$ cat src/sys_time_pkg.sv
//////////////////////////////////////////////////
// Shared widths, timing constants and register map
// for the sync-locked system time generator.
// Modules reference these with sys_time_pkg:: names.
//////////////////////////////////////////////////
`default_nettype none

package sys_time_pkg;

  localparam logic [31:0] SYNC_PERIOD_NS = 32'd500000;
  localparam int unsigned SYNC_PERIOD_TICKS = 10240;  // 20.48 MHz over one sync period.
  localparam int unsigned ADDSUB_LATENCY = 6;

  typedef logic [63:0] sys_time_t;            // ticks, or ns for the reference.
  typedef logic signed [64:0] time_diff_t;
  typedef logic [63:0] lap_t;                 // whole sync periods.
  typedef logic [$clog2(SYNC_PERIOD_TICKS)-1:0] tick_cnt_t;
  typedef logic [$clog2(ADDSUB_LATENCY)-1:0] lat_cnt_t;

  typedef logic [3:0] axi_addr_t;
  typedef logic [31:0] axi_data_t;

  // register map, byte offsets.
  localparam axi_addr_t REG_TIME_LO = 4'h0;
  localparam axi_addr_t REG_TIME_HI = 4'h4;
  localparam axi_addr_t REG_CTRL = 4'h8;      // bit 0 arms a set.
  localparam axi_addr_t REG_STATUS = 4'hC;    // {lap_valid, set_pending}.

endpackage

`default_nettype wire
$ cat src/sys_time_top.sv
//////////////////////////////////////////////////
// Top of the sync-locked time generator. Host
// programs the reference over AXI4-Lite, ecat_sync
// comes straight from the pin.
//////////////////////////////////////////////////
`timescale 1ns/1ns
`default_nettype none

module sys_time_top (
  input  wire                       CLK,
  input  wire                       rst_n,
  input  wire sys_time_pkg::axi_addr_t s_axi_awaddr,
  input  wire                       s_axi_awvalid,
  output logic                      s_axi_awready,
  input  wire sys_time_pkg::axi_data_t s_axi_wdata,
  input  wire [3:0]                 s_axi_wstrb,
  input  wire                       s_axi_wvalid,
  output logic                      s_axi_wready,
  output logic [1:0]                s_axi_bresp,
  output logic                      s_axi_bvalid,
  input  wire                       s_axi_bready,
  input  wire sys_time_pkg::axi_addr_t s_axi_araddr,
  input  wire                       s_axi_arvalid,
  output logic                      s_axi_arready,
  output sys_time_pkg::axi_data_t   s_axi_rdata,
  output logic [1:0]                s_axi_rresp,
  output logic                      s_axi_rvalid,
  input  wire                       s_axi_rready,
  input  wire                       ecat_sync,
  output sys_time_pkg::sys_time_t   sys_time,
  output logic                      sync,
  output logic                      skip_one
);

  sys_time_pkg::sys_time_t ref_time;
  sys_time_pkg::lap_t lap;
  logic set_req;
  logic lap_done;
  logic set_pending;
  logic lap_valid;

  sync_regs u_regs (
    .CLK           (CLK),
    .rst_n         (rst_n),
    .s_axi_awaddr  (s_axi_awaddr),
    .s_axi_awvalid (s_axi_awvalid),
    .s_axi_awready (s_axi_awready),
    .s_axi_wdata   (s_axi_wdata),
    .s_axi_wstrb   (s_axi_wstrb),
    .s_axi_wvalid  (s_axi_wvalid),
    .s_axi_wready  (s_axi_wready),
    .s_axi_bresp   (s_axi_bresp),
    .s_axi_bvalid  (s_axi_bvalid),
    .s_axi_bready  (s_axi_bready),
    .s_axi_araddr  (s_axi_araddr),
    .s_axi_arvalid (s_axi_arvalid),
    .s_axi_arready (s_axi_arready),
    .s_axi_rdata   (s_axi_rdata),
    .s_axi_rresp   (s_axi_rresp),
    .s_axi_rvalid  (s_axi_rvalid),
    .s_axi_rready  (s_axi_rready),
    .set_pending   (set_pending),
    .lap_valid     (lap_valid),
    .ref_time      (ref_time),
    .set_req       (set_req)
  );

  // set_req also kicks off the division.
  lap_divider u_div (
    .CLK      (CLK),
    .rst_n    (rst_n),
    .start    (set_req),
    .ref_time (ref_time),
    .lap      (lap),
    .lap_done (lap_done)
  );

  sys_time_sync u_core (
    .CLK         (CLK),
    .rst_n       (rst_n),
    .ecat_sync   (ecat_sync),
    .set_req     (set_req),
    .lap         (lap),
    .lap_done    (lap_done),
    .sys_time    (sys_time),
    .sync        (sync),
    .skip_one    (skip_one),
    .set_pending (set_pending),
    .lap_valid   (lap_valid)
  );

endmodule

`default_nettype wire

$ cat src/sync_regs.sv
//////////////////////////////////////////////////
// AXI4-Lite register block. Holds the reference
// time, issues the set command and reports status.
// One outstanding transaction per direction.
//////////////////////////////////////////////////
`timescale 1ns/1ns
`default_nettype none

module sync_regs (
  input  wire                       CLK,
  input  wire                       rst_n,
  input  wire sys_time_pkg::axi_addr_t s_axi_awaddr,
  input  wire                       s_axi_awvalid,
  output logic                      s_axi_awready,
  input  wire sys_time_pkg::axi_data_t s_axi_wdata,
  input  wire [3:0]                 s_axi_wstrb,
  input  wire                       s_axi_wvalid,
  output logic                      s_axi_wready,
  output logic [1:0]                s_axi_bresp,
  output logic                      s_axi_bvalid,
  input  wire                       s_axi_bready,
  input  wire sys_time_pkg::axi_addr_t s_axi_araddr,
  input  wire                       s_axi_arvalid,
  output logic                      s_axi_arready,
  output sys_time_pkg::axi_data_t   s_axi_rdata,
  output logic [1:0]                s_axi_rresp,
  output logic                      s_axi_rvalid,
  input  wire                       s_axi_rready,
  input  wire                       set_pending,
  input  wire                       lap_valid,
  output sys_time_pkg::sys_time_t   ref_time,
  output logic                      set_req
);

  logic aw_en;
  logic wr_fire;
  logic ar_en;
  logic rd_fire;
  sys_time_pkg::axi_data_t rd_mux;

  assign aw_en = s_axi_awvalid & s_axi_wvalid & ~s_axi_awready & ~s_axi_bvalid;
  assign wr_fire = s_axi_awready & s_axi_awvalid & s_axi_wvalid;
  assign ar_en = s_axi_arvalid & ~s_axi_arready & ~s_axi_rvalid;
  assign rd_fire = s_axi_arready & s_axi_arvalid;

  assign s_axi_bresp = 2'b00;  // always OKAY.
  assign s_axi_rresp = 2'b00;

  always_ff @(posedge CLK or negedge rst_n) begin
    if (!rst_n) begin
      s_axi_awready <= 1'b0;
      s_axi_wready  <= 1'b0;
      s_axi_bvalid  <= 1'b0;
      s_axi_arready <= 1'b0;
      s_axi_rvalid  <= 1'b0;
    end else begin
      s_axi_awready <= aw_en;
      s_axi_wready  <= aw_en;
      if (wr_fire) begin
        s_axi_bvalid <= 1'b1;
      end else if (s_axi_bready) begin
        s_axi_bvalid <= 1'b0;
      end
      s_axi_arready <= ar_en;
      if (rd_fire) begin
        s_axi_rvalid <= 1'b1;
      end else if (s_axi_rready) begin
        s_axi_rvalid <= 1'b0;
      end
    end
  end

  always_ff @(posedge CLK or negedge rst_n) begin
    if (!rst_n) begin
      ref_time <= '0;
      set_req  <= 1'b0;
    end else begin
      set_req <= 1'b0;
      if (wr_fire) begin
        case (s_axi_awaddr)
          sys_time_pkg::REG_TIME_LO: begin
            for (int i = 0; i < 4; i++) begin
              if (s_axi_wstrb[i]) ref_time[8*i +: 8] <= s_axi_wdata[8*i +: 8];
            end
          end
          sys_time_pkg::REG_TIME_HI: begin
            for (int i = 0; i < 4; i++) begin
              if (s_axi_wstrb[i]) ref_time[32 + 8*i +: 8] <= s_axi_wdata[8*i +: 8];
            end
          end
          sys_time_pkg::REG_CTRL: set_req <= s_axi_wstrb[0] & s_axi_wdata[0];
          default: ;
        endcase
      end
    end
  end

  always_comb begin
    case (s_axi_araddr)
      sys_time_pkg::REG_TIME_LO: rd_mux = ref_time[31:0];
      sys_time_pkg::REG_TIME_HI: rd_mux = ref_time[63:32];
      sys_time_pkg::REG_STATUS:  rd_mux = {30'd0, lap_valid, set_pending};
      default:                   rd_mux = '0;  // ctrl and holes.
    endcase
  end

  always_ff @(posedge CLK) begin
    if (rd_fire) s_axi_rdata <= rd_mux;
  end

  a_bvalid_hold: assert property (@(posedge CLK) disable iff (!rst_n)
    s_axi_bvalid && !s_axi_bready |=> s_axi_bvalid);

  a_rvalid_hold: assert property (@(posedge CLK) disable iff (!rst_n)
    s_axi_rvalid && !s_axi_rready |=> s_axi_rvalid && $stable(s_axi_rdata));

endmodule

`default_nettype wire

$ cat src/sys_time_sync.sv
//////////////////////////////////////////////////
// System time core. Samples the external sync,
// loads time from the lap count when armed, and
// otherwise compares against the expected grid and
// slews by holding or skipping one tick at a time.
//////////////////////////////////////////////////
`timescale 1ns/1ns
`default_nettype none

module sys_time_sync (
  input  wire                   CLK,
  input  wire                   rst_n,
  input  wire                   ecat_sync,
  input  wire                   set_req,
  input  wire sys_time_pkg::lap_t lap,
  input  wire                   lap_done,
  output sys_time_pkg::sys_time_t sys_time,
  output logic                  sync,
  output logic                  skip_one,
  output logic                  set_pending,
  output logic                  lap_valid
);

  typedef enum logic [1:0] {IDLE, WAIT_DIFF, CORRECT} state_t;

  state_t state;
  logic [2:0] sync_sr;
  logic load;
  sys_time_pkg::sys_time_t load_time;
  sys_time_pkg::sys_time_t next_sync_time;
  sys_time_pkg::time_diff_t a_diff, b_diff, s_diff;
  sys_time_pkg::time_diff_t a_next, b_next, s_next;
  sys_time_pkg::time_diff_t drift;
  sys_time_pkg::lat_cnt_t diff_cnt;
  sys_time_pkg::lat_cnt_t next_cnt;
  sys_time_pkg::tick_cnt_t half_cnt;
  logic next_busy;

  always_ff @(posedge CLK or negedge rst_n) begin
    if (!rst_n) begin
      sync_sr <= '0;
    end else begin
      sync_sr <= {sync_sr[1:0], ecat_sync};
    end
  end

  assign sync = (sync_sr == 3'b011);  // rising edge past the synchronizer.
  assign load = set_pending & lap_valid;
  assign load_time = lap * sys_time_pkg::SYNC_PERIOD_TICKS;

  // drift = expected - local, taken on the sync cycle.
  assign a_diff = load ? {1'b0, load_time} : {1'b0, next_sync_time};
  assign b_diff = load ? {1'b0, load_time} : {1'b0, sys_time + 64'd1};
  assign a_next = {1'b0, next_sync_time};
  assign b_next = sys_time_pkg::time_diff_t'(sys_time_pkg::SYNC_PERIOD_TICKS);

  pipe_addsub #(.SUBTRACT(1'b1)) u_diff (
    .CLK   (CLK),
    .rst_n (rst_n),
    .a     (a_diff),
    .b     (b_diff),
    .s     (s_diff)
  );

  pipe_addsub #(.SUBTRACT(1'b0)) u_next (
    .CLK   (CLK),
    .rst_n (rst_n),
    .a     (a_next),
    .b     (b_next),
    .s     (s_next)
  );

  always_ff @(posedge CLK or negedge rst_n) begin
    if (!rst_n) begin
      state    <= IDLE;
      sys_time <= '0;
      drift    <= '0;
      diff_cnt <= '0;
      skip_one <= 1'b0;
    end else if (sync) begin
      sys_time <= load ? load_time : sys_time + 64'd1;
      diff_cnt <= '0;
      skip_one <= 1'b0;
      state    <= WAIT_DIFF;
    end else begin
      skip_one <= 1'b0;
      case (state)
        WAIT_DIFF: begin
          sys_time <= sys_time + 64'd1;
          if (diff_cnt == sys_time_pkg::lat_cnt_t'(sys_time_pkg::ADDSUB_LATENCY - 1)) begin
            drift <= s_diff;
            state <= CORRECT;
          end else begin
            diff_cnt <= diff_cnt + 1'b1;
          end
        end
        CORRECT: begin
          if (drift == '0) begin
            sys_time <= sys_time + 64'd1;
            state    <= IDLE;
          end else if (drift[64]) begin
            sys_time <= sys_time;  // ahead of the grid.
            drift    <= drift + 65'sd1;
          end else begin
            sys_time <= sys_time + 64'd2;
            skip_one <= 1'b1;
            drift    <= drift - 65'sd1;
          end
        end
        default: sys_time <= sys_time + 64'd1;
      endcase
    end
  end

  // grid update is launched mid-period so it lands well before the next sync.
  always_ff @(posedge CLK or negedge rst_n) begin
    if (!rst_n) begin
      half_cnt       <= '0;
      next_busy      <= 1'b0;
      next_cnt       <= '0;
      next_sync_time <= '0;
    end else begin
      if (sync) begin
        half_cnt <= sys_time_pkg::tick_cnt_t'(sys_time_pkg::SYNC_PERIOD_TICKS / 2);
      end else if (half_cnt == sys_time_pkg::tick_cnt_t'(sys_time_pkg::SYNC_PERIOD_TICKS - 1)) begin
        half_cnt <= '0;
      end else begin
        half_cnt <= half_cnt + 1'b1;
      end

      if (sync && load) begin
        next_sync_time <= load_time;
        next_busy      <= 1'b0;  // drop any stale update.
      end else if (!sync &&
                   half_cnt == sys_time_pkg::tick_cnt_t'(sys_time_pkg::SYNC_PERIOD_TICKS - 1)) begin
        next_busy <= 1'b1;
        next_cnt  <= '0;
      end else if (next_busy) begin
        if (next_cnt == sys_time_pkg::lat_cnt_t'(sys_time_pkg::ADDSUB_LATENCY - 1)) begin
          next_sync_time <= s_next[63:0];
          next_busy      <= 1'b0;
        end else begin
          next_cnt <= next_cnt + 1'b1;
        end
      end
    end
  end

  always_ff @(posedge CLK or negedge rst_n) begin
    if (!rst_n) begin
      set_pending <= 1'b0;
      lap_valid   <= 1'b0;
    end else begin
      if (set_req) begin
        set_pending <= 1'b1;
      end else if (sync && load) begin
        set_pending <= 1'b0;
      end
      if (set_req) begin
        lap_valid <= 1'b0;  // new division under way.
      end else if (lap_done) begin
        lap_valid <= 1'b1;
      end
    end
  end

  a_skip_only_behind: assert property (@(posedge CLK) disable iff (!rst_n)
    skip_one |-> ($past(drift) > 65'sd0));

endmodule

`default_nettype wire

$ cat src/pipe_addsub.sv
//////////////////////////////////////////////////
// 65-bit add or subtract with a fixed pipeline
// delay of ADDSUB_LATENCY cycles. SUBTRACT picks
// a - b over a + b. New operands every cycle.
//////////////////////////////////////////////////
`timescale 1ns/1ns
`default_nettype none

module pipe_addsub #(
  parameter bit SUBTRACT = 1'b0
) (
  input  wire                       CLK,
  input  wire                       rst_n,
  input  wire sys_time_pkg::time_diff_t a,
  input  wire sys_time_pkg::time_diff_t b,
  output sys_time_pkg::time_diff_t  s
);

  sys_time_pkg::time_diff_t stage [sys_time_pkg::ADDSUB_LATENCY];

  always_ff @(posedge CLK or negedge rst_n) begin
    if (!rst_n) begin
      for (int i = 0; i < sys_time_pkg::ADDSUB_LATENCY; i++) begin
        stage[i] <= '0;
      end
    end else begin
      stage[0] <= SUBTRACT ? (a - b) : (a + b);
      // remaining stages only delay the result.
      for (int i = 1; i < sys_time_pkg::ADDSUB_LATENCY; i++) begin
        stage[i] <= stage[i-1];
      end
    end
  end

  assign s = stage[sys_time_pkg::ADDSUB_LATENCY-1];

endmodule

`default_nettype wire

$ cat src/lap_divider.sv
//////////////////////////////////////////////////
// Restoring divider for reference ns by the sync
// period. One quotient bit per cycle, remainder is
// dropped. lap_done pulses 64 cycles after start.
//////////////////////////////////////////////////
`timescale 1ns/1ns
`default_nettype none

module lap_divider (
  input  wire                      CLK,
  input  wire                      rst_n,
  input  wire                      start,
  input  wire sys_time_pkg::sys_time_t ref_time,
  output sys_time_pkg::lap_t       lap,
  output logic                     lap_done
);

  logic [31:0] rem;
  logic [31:0] rem_in;
  sys_time_pkg::lap_t quo_in;
  logic [32:0] trial;
  logic [5:0] bit_cnt;
  logic busy;

  // first step runs straight off ref_time on the start cycle.
  assign rem_in = start ? 32'd0 : rem;
  assign quo_in = start ? ref_time : lap;
  assign trial = {rem_in, quo_in[63]} - {1'b0, sys_time_pkg::SYNC_PERIOD_NS};

  always_ff @(posedge CLK or negedge rst_n) begin
    if (!rst_n) begin
      rem      <= '0;
      lap      <= '0;
      bit_cnt  <= '0;
      busy     <= 1'b0;
      lap_done <= 1'b0;
    end else begin
      lap_done <= 1'b0;
      if (start || busy) begin
        if (trial[32]) begin
          rem <= {rem_in[30:0], quo_in[63]};  // borrow, keep partial remainder.
        end else begin
          rem <= trial[31:0];
        end
        lap <= {quo_in[62:0], ~trial[32]};  // dividend shifts out as quotient shifts in.
        if (start) begin
          bit_cnt <= 6'd1;
          busy    <= 1'b1;
        end else begin
          bit_cnt  <= bit_cnt + 6'd1;
          busy     <= (bit_cnt != 6'd63);
          lap_done <= (bit_cnt == 6'd63);
        end
      end
    end
  end

  a_done_after_start: assert property (@(posedge CLK) disable iff (!rst_n)
    lap_done |-> $past(start, 64));

endmodule

`default_nettype wire

$ cat config.mk
export PLATFORM = sky130hd
export DESIGN_NAME = sys_time_top
export DESIGN_NICKNAME = d
export VERILOG_FILES = /design/src/sys_time_pkg.sv /design/src/sys_time_top.sv /design/src/sync_regs.sv /design/src/sys_time_sync.sv /design/src/pipe_addsub.sv /design/src/lap_divider.sv
export SDC_FILE = /design/constraint.sdc
export NUM_CORES = 2
export LEC_CHECK = 0
export BUFFER_PORTS_ARGS = -buffer_cell sky130_fd_sc_hd__buf_2
export CAP_MARGIN = 25
export CORE_UTILIZATION = 42
export CTS_BUF_LIST = sky130_fd_sc_hd__clkbuf_8 sky130_fd_sc_hd__clkbuf_16
export CTS_CLUSTER_DIAMETER = 100
export DETAILED_ROUTE_END_ITERATION = 8
export HOLD_SLACK_MARGIN = 0.05
export SYNTH_ARGS = -nofsm -noshare
export SYNTH_HDL_FRONTEND = slang
export SYNTH_SLANG_ARGS = --single-unit
$ cat constraint.sdc
create_clock -name CLK -period 11.1 [get_ports CLK]
set_clock_uncertainty 0.2 [all_clocks]
set_input_delay 0.555 -clock CLK [delete_from_list [all_inputs] [get_ports CLK]]
set_output_delay 0.555 -clock CLK [all_outputs]
set_load 0.02 [all_outputs]
## Word level (Yosys, flattened, before mapping)

Index checks and enable logic that the tools add are counted.
W data, S select, Z words.

| cells by class | value |
|---|---|
| reductions and logical operators | 30 |
| add/subtract/negate cells | 11 |
| $mul | 1 |
| muxes and demuxes | 53 |
| bitwise operators | 17 |
| equality and inequality tests | 20 |

Operators with widths:

| kind | number |
|---|---|
| $mux W64 | 12 |
| $mux W65 | 3 |
| $pmux W65 S2 | 1 |
| $pmux W32 S3 | 1 |
| $add A65 B2 Y65 const B | 1 |
| $logic_not A65 Y1 | 1 |
| $sub A65 B2 Y65 const B | 1 |
| $sub A65 B65 Y65 | 1 |
| $add A64 B1 Y64 const B | 1 |
| $add A64 B14 Y64 const B | 1 |
| $add A64 B2 Y64 const B | 1 |
| $mul A64 B3 Y53 const B | 1 |
| $mux W32 | 2 |
| $reduce_and A3 Y1 | 11 |
| $sub A33 B19 Y33 const B | 1 |
| $mux W14 | 2 |
| $mux W1 | 21 |
| $mux W3 | 6 |
| $reduce_bool A2 Y1 | 9 |
| $add A14 B1 Y14 const B | 1 |
| $eq A14 B14 Y1 const B | 1 |
| $and A1 B1 Y1 | 10 |
| $eq A4 B3 Y1 const B | 2 |
| $eq A4 B4 Y1 const B | 2 |
| other kinds (23) | 39 |

| storage, ports and cells | value |
|---|---|
| flip-flop bits (word level) | 1201 |
| output and inout bits | 107 |
| input bits | 52 |
| logic and storage cells | 175 |

## Logic depth before layout (Yosys ltp)

| depth | value |
|---|---|
| depth in word-level cells | 5 |
| mapped depth | 25 |
| depth with buffers taken out | 24 |

## Cells and area by module

Synthesis repeated with hierarchy kept, for this count alone.

| second synthesis, totals | value |
|---|---|
| cell total of the unflattened synthesis | 5806 |
| area, all modules | 60121.4 sq um |

By module, submodules not included:

| module | instances | cells an instance | area an instance (sq um) | seq. area each (sq um) |
|---|---|---|---|---|
| sys_time_sync | 1 | 2850 | 21597.0 | 5555.3 |
| pipe_addsub at u_core.u_diff | 1 | 1170 | 14858.0 | 9759.4 |
| pipe_addsub at u_core.u_next | 1 | 992 | 13927.1 | 9759.4 |
| lap_divider | 1 | 549 | 5370.2 | 2602.5 |
| sync_regs | 1 | 245 | 4369.2 | 2687.6 |

## Least setup slack after synthesis

Ideal clock, no wire load.

| timing path | value |
|---|---|
| path kind | flip-flop to flip-flop |
| start point | reg u_div.lap[1] |
| end point | reg u_core.u_diff.stage[387] in the netlist's numbering |
| clock period less this slack | 5.508 ns |
| slack | 5.592 ns |
| library setup time | 0.121 ns |
| data required time | 10.779 ns |
| arrival | 5.187 ns |
| cell stages (with the launch flop) | 24 |
| path buffers | 1 |
| cells stage by stage | dfrtp_1 -> ha_1 -> ha_1 -> fa_1 -> a211oi_1 -> nor2_1 -> o41ai_2 -> a2111oi_0 -> o31ai_1 -> nand2_1 -> a21oi_1 -> xnor2_1 -> o21ai_1 -> ha_1 -> clkbuf_1 -> inv_1 -> o21bai_1 -> a21oi_1 -> a211o_1 -> nand2_1 -> inv_1 -> a2111oi_0 -> o2111ai_1 -> and4b_1 |

| on the way | value |
|---|---|
| cells in the longest elaborated chain, start to end | 3 |
| elaborated cells on any way between the ends | 4 |
| classes of those cells | add/sub: 1; mul: 1; mux: 2 |

Ends and longest elaborated chain:

| what | line | RTL |
|---|---|---|
| start: declaration | lap_divider.sv:14 | `output sys_time_pkg::lap_t lap,` |
| start signal: assignment | lap_divider.sv:45 | `lap <= {quo_in[62:0], ~trial[32]};` |
| $mul A64 B3 Y53 (*) | sys_time_sync.sv:49 | `assign load_time = lap * sys_time_pkg::SYNC_PERIOD_TICKS;` |
| $mux W64 (on tied branches) | sys_time_sync.sv:52, sys_time_sync.sv:53 |  |
| $sub A65 B65 Y65 (*) | pipe_addsub.sv:27 | `stage[0] <= SUBTRACT ? (a - b) : (a + b);` |
| end signal: indexed assignment | pipe_addsub.sv:30 | `stage[i] <= stage[i-1];` |
| end: declaration | pipe_addsub.sv:19 | `sys_time_pkg::time_diff_t stage [sys_time_pkg::ADDSUB_LATENCY];` |

Every way passes the cells marked *; elsewhere a longest branch is shown, timed or not.
A chain may end at the register's enable or synchronous reset.

## Worst setup path in the final report

| timing path | value |
|---|---|
| start point | reg u_div.lap[1] |
| end point | reg u_core.u_diff.stage[385] in the netlist's numbering |

Same word-level chain as after synthesis.

==> results.yml <==
drt:
  drt-initial-drc-count: 3571
  wire_per_inst_um: 22.1
  drtAntennaViolNets: 0
  first_pass_iters: 6
  wl_um: 154000
  vias: 38800
  vias_per_cell: 5.58
  post-route-drc-count: 0
die:
  initial_core_util_pct: 42.4
  fp.dieW_um: 361
  rows: 131
  dieArea_um2: 130000
  placeableCoreArea_um2: 128000
  fp.dieH_um: 361
  ioPinCount: 159
status:
  run_status: "finished clean"
cts:
  cts_setup_buffers: 0
  htree_levels: 3
  cts_buffers: 117
  cts_root_buffer: "clkbuf_16"
  cts_buffer_depth: 3
  clkSlewWorstSetupHoldPaths_ps: 70
  clock_latency_ps: 760
  cts_sinks: 1201
  tritoncts: "yes"
finish:
  drive_gt1_share_pct: 10.1
  fin_cells: 6959
  nets: 5490
  multi_input_area_um2: 22800
  nFillCells: 11600
  antenna_cells: 0
  seqCellArea_um2: 30200
  areaGrowthSynthToFinish_pct: 13.2
synth:
  synth_edf_count: 32
  ys_ff_latch: 1201
  async_flop_share_pct: 97.3
  synth_flop_cell: "dfrtp_1"
  synth_most_common_cell: "dfrtp_1"
  synth_area_um2: 54100
  synth_top_area_share_pct: 54.0
  yosysSeqAreaShare_pct: 55.8
  synth_area_leaders: "dfrtp_1 (54%), ha_1 (5.5%), nand2_1 (4.7%), a21oi_1 (3.4%), xnor2_1 (3.3%)"
  yosysUniqueCellTypes: 99
  synth.top_cells.by_count: "dfrtp_1 (1169), nand2_1 (674), a21oi_1 (364)"
  synthCells: 5064
  yosys.area.top_type: "dfrtp_1"
  synth_warnings: 0
  avgSynthCellArea_um2: 10.7
timing:
  rsz0062_at_grt: "false"
  tns_ps: 0
  slew_violations: 0
  setup_viol: 0
  fmaxAchievable_ghz: 0.146
  period_share_pct: 61.8
  final_hold_viol_count: 0
  worst_pin_slew_ps: 1040
  period_minus_slack_ps: 6860
  whs_ps: 131
  slew_headroom_pct: 29.7
global_routing:
  grt_first_pass_wirelength_um: 235000
  grt.total_usage_pct: 23.5
  grt_max_degree: 152
  antenna_found_initial: 2
  overflow: 0
  grt_pass1_vias: 37700
placed_design:
  routabilityCongestion: 0.987
  place_inst: 6689
  portBuffers: 154
  hpwl_um: 112000
power:
  vdd_drop_max_v: 0.000141
  leakagePower_nw: 28.0
  power_density_nw_per_um2: 224
setup_path:
  crit_path_max_fanout: 6
  required_ps: 11500
  end_kind: "flop"
  path_cells: "ha_1 -> ha_1 -> fa_1 -> a211oi_1 -> nor2_1 -> o41ai_2 -> a2111oi_0 -> o31ai_1 -> nand2_1 -> a21oi_1 -> o21ai_1 -> xnor2_1 -> o21ai_0 -> ha_1 -> nand2_1 -> or4_1 -> o311ai_1 -> nand2_1 -> o21ai_1 -> a21oi_1 -> xnor2_1"
  cpMaxStageDelayCell: "or4_1"
  crit_type: "reg2reg"
  crit_path_max_incr_delay_ps: 590
  startpoint_type: "flop"
  cp.arrival_ps: 7260
flow_run:
  drv_cap: 0
worst_hold_path:
  holdCritPathClass: "reg2reg"
## layout by cell type, fill, tap and decap left out, types with 18 or more instances in the layout
| cell | instances |
|---|---|
| a21oi_1 | 363 |
| mux2i_1 | 123 |
| o21a_1 | 41 |
| o21ai_1 | 47 |
| a21o_1 | 114 |
| dfrtp_1 | 1167 |
| nor4_1 | 32 |
| o21bai_1 | 44 |
| and2_1 | 33 |
| nor3_1 | 75 |
| a21boi_0 | 21 |
| nor2b_1 | 19 |
| nand3_1 | 115 |
| a31oi_1 | 65 |
| ha_1 | 237 |
| mux2_2 | 74 |
| buf_2 | 153 |
| nand4_1 | 89 |
| clkbuf_16 | 118 |
| xnor2_1 | 204 |
| buf_4 | 41 |
| xor2_1 | 129 |
| clkinv_2 | 20 |
| or3_1 | 27 |
| nand2b_1 | 20 |
| a211oi_1 | 35 |
| a22o_1 | 33 |
| nor2_1 | 337 |
| clkbuf_8 | 23 |
| dlygate4sd3_1 | 45 |
| o21ai_0 | 277 |
| nand2_1 | 672 |
| inv_1 | 93 |
| o31ai_1 | 18 |
| edfxtp_1 | 32 |
| o211ai_1 | 23 |
| and3_1 | 76 |
## worst paths after layout
check / startpoint / end / slack [ps] / cells past startpoint
max: u_div.lap[1] / u_core.u_diff.stage[385] / 4240 / 21
max reg2reg: u_div.lap[1] / u_core.u_diff.stage[385] / 4240 / 21
min reg2reg: u_core.u_next.stage[181] / u_core.u_next.stage[116] / 130 / 0
min in group asynchronous: rst_n / u_core.u_diff.s[58] / 230 / 2
max in group asynchronous: rst_n / u_regs.set_req / 8320 / 4
min: u_core.u_next.stage[181] / u_core.u_next.stage[116] / 130 / 0
## critical path, delay by kind of cell, from the launching register on
kind | cells | cell delay [ps]
fa+ha+maj | 4 | 1410
compound gates | 10 | 2800
flops | 1 | 420
xor+xnor | 2 | 660
simple gates | 5 | 1230
## final cells by class
type / instances / area share, %
Clock buffer: 141 / 5.33
Multi-Input combinational cell: 3546 / 37.2
Timing Repair Buffer: 249 / 2.87
Tap cell: 1662 / 3.39
Inverter: 82 / 0.502
Sequential cell: 1201 / 49.3
Clock inverter: 78 / 1.40
## where the power goes
group | switching, mW | total, mW | internal (mW)
clock network | 1.72 | 4.17 | 2.45
logic | 2.71 | 4.33 | 1.62
registers | 0.367 | 5.24 | 4.87
total | 4.79 | 13.7 | 8.94
## repair_timing
item	in CTS	in global routing
gates resized for setup	0	0
hold endpoints to repair	190	0
hold buffers	45	0
## layer usage
layer,part of all wire [%],vias to the layer above,GRT usage [%]
met5,0.0085,-,0
met2,43,1115,34.2
li1,-,18100,-
met3,6.5,202,4.25
met1,47,19400,34.8
met4,3.5,2,9.01
## logic make-up (layout without fill, tap and decap cells)
logic type | count (synthesis) | count (layout) | synth area share [%]
muxes | 197 | 197 | 3.81
AOI/OAI and AO/OA | 1218 | 1218 | 14.1
DFF | 1201 | 1201 | 55.8
xor gates and xnor gates | 333 | 333 | 5.39
buffers and inverters | 320 | 550 | 2.29
adders and majority gates | 241 | 241 | 5.61
and+or+nand+nor | 1553 | 1553 | 13.0
other | 1 | 4 | 0.00693
## flip-flops by register name (all words and copies together), names as in the netlist, 2 cells and up
register and flops:
u_regs.s_axi_rdata 32, u_core.next_cnt 3, u_core.next_sync_time 64, u_core.drift 65
u_core.sys_time 64, u_core.u_next.s 64, u_div.bit_cnt 6, u_regs.ref_time 64
u_core.u_diff.stage 325, u_core.u_next.stage 320, u_core.u_diff.s 65, u_core.half_cnt 14
u_core.state 2, u_core.diff_cnt 3, u_div.lap 64, u_core.sync_sr 3
u_div.rem 32
## through the flow
stage / util, % / instance area [um2] / power, mW / setup slack, ps
floorplan: - / 54100 / 8.35 / 5590
finish: 48.0 / 61300 / 13.7 / 4240
global placement: 44.3 / 56600 / 9.54 / 4490
detailed placement: 44.3 / 56600 / 9.56 / 4420
CTS: 47.9 / 61200 / 13.8 / 4340
global route: 48.0 / 61300 / 14.5 / 3910
(Power assumes the default switching activity.)
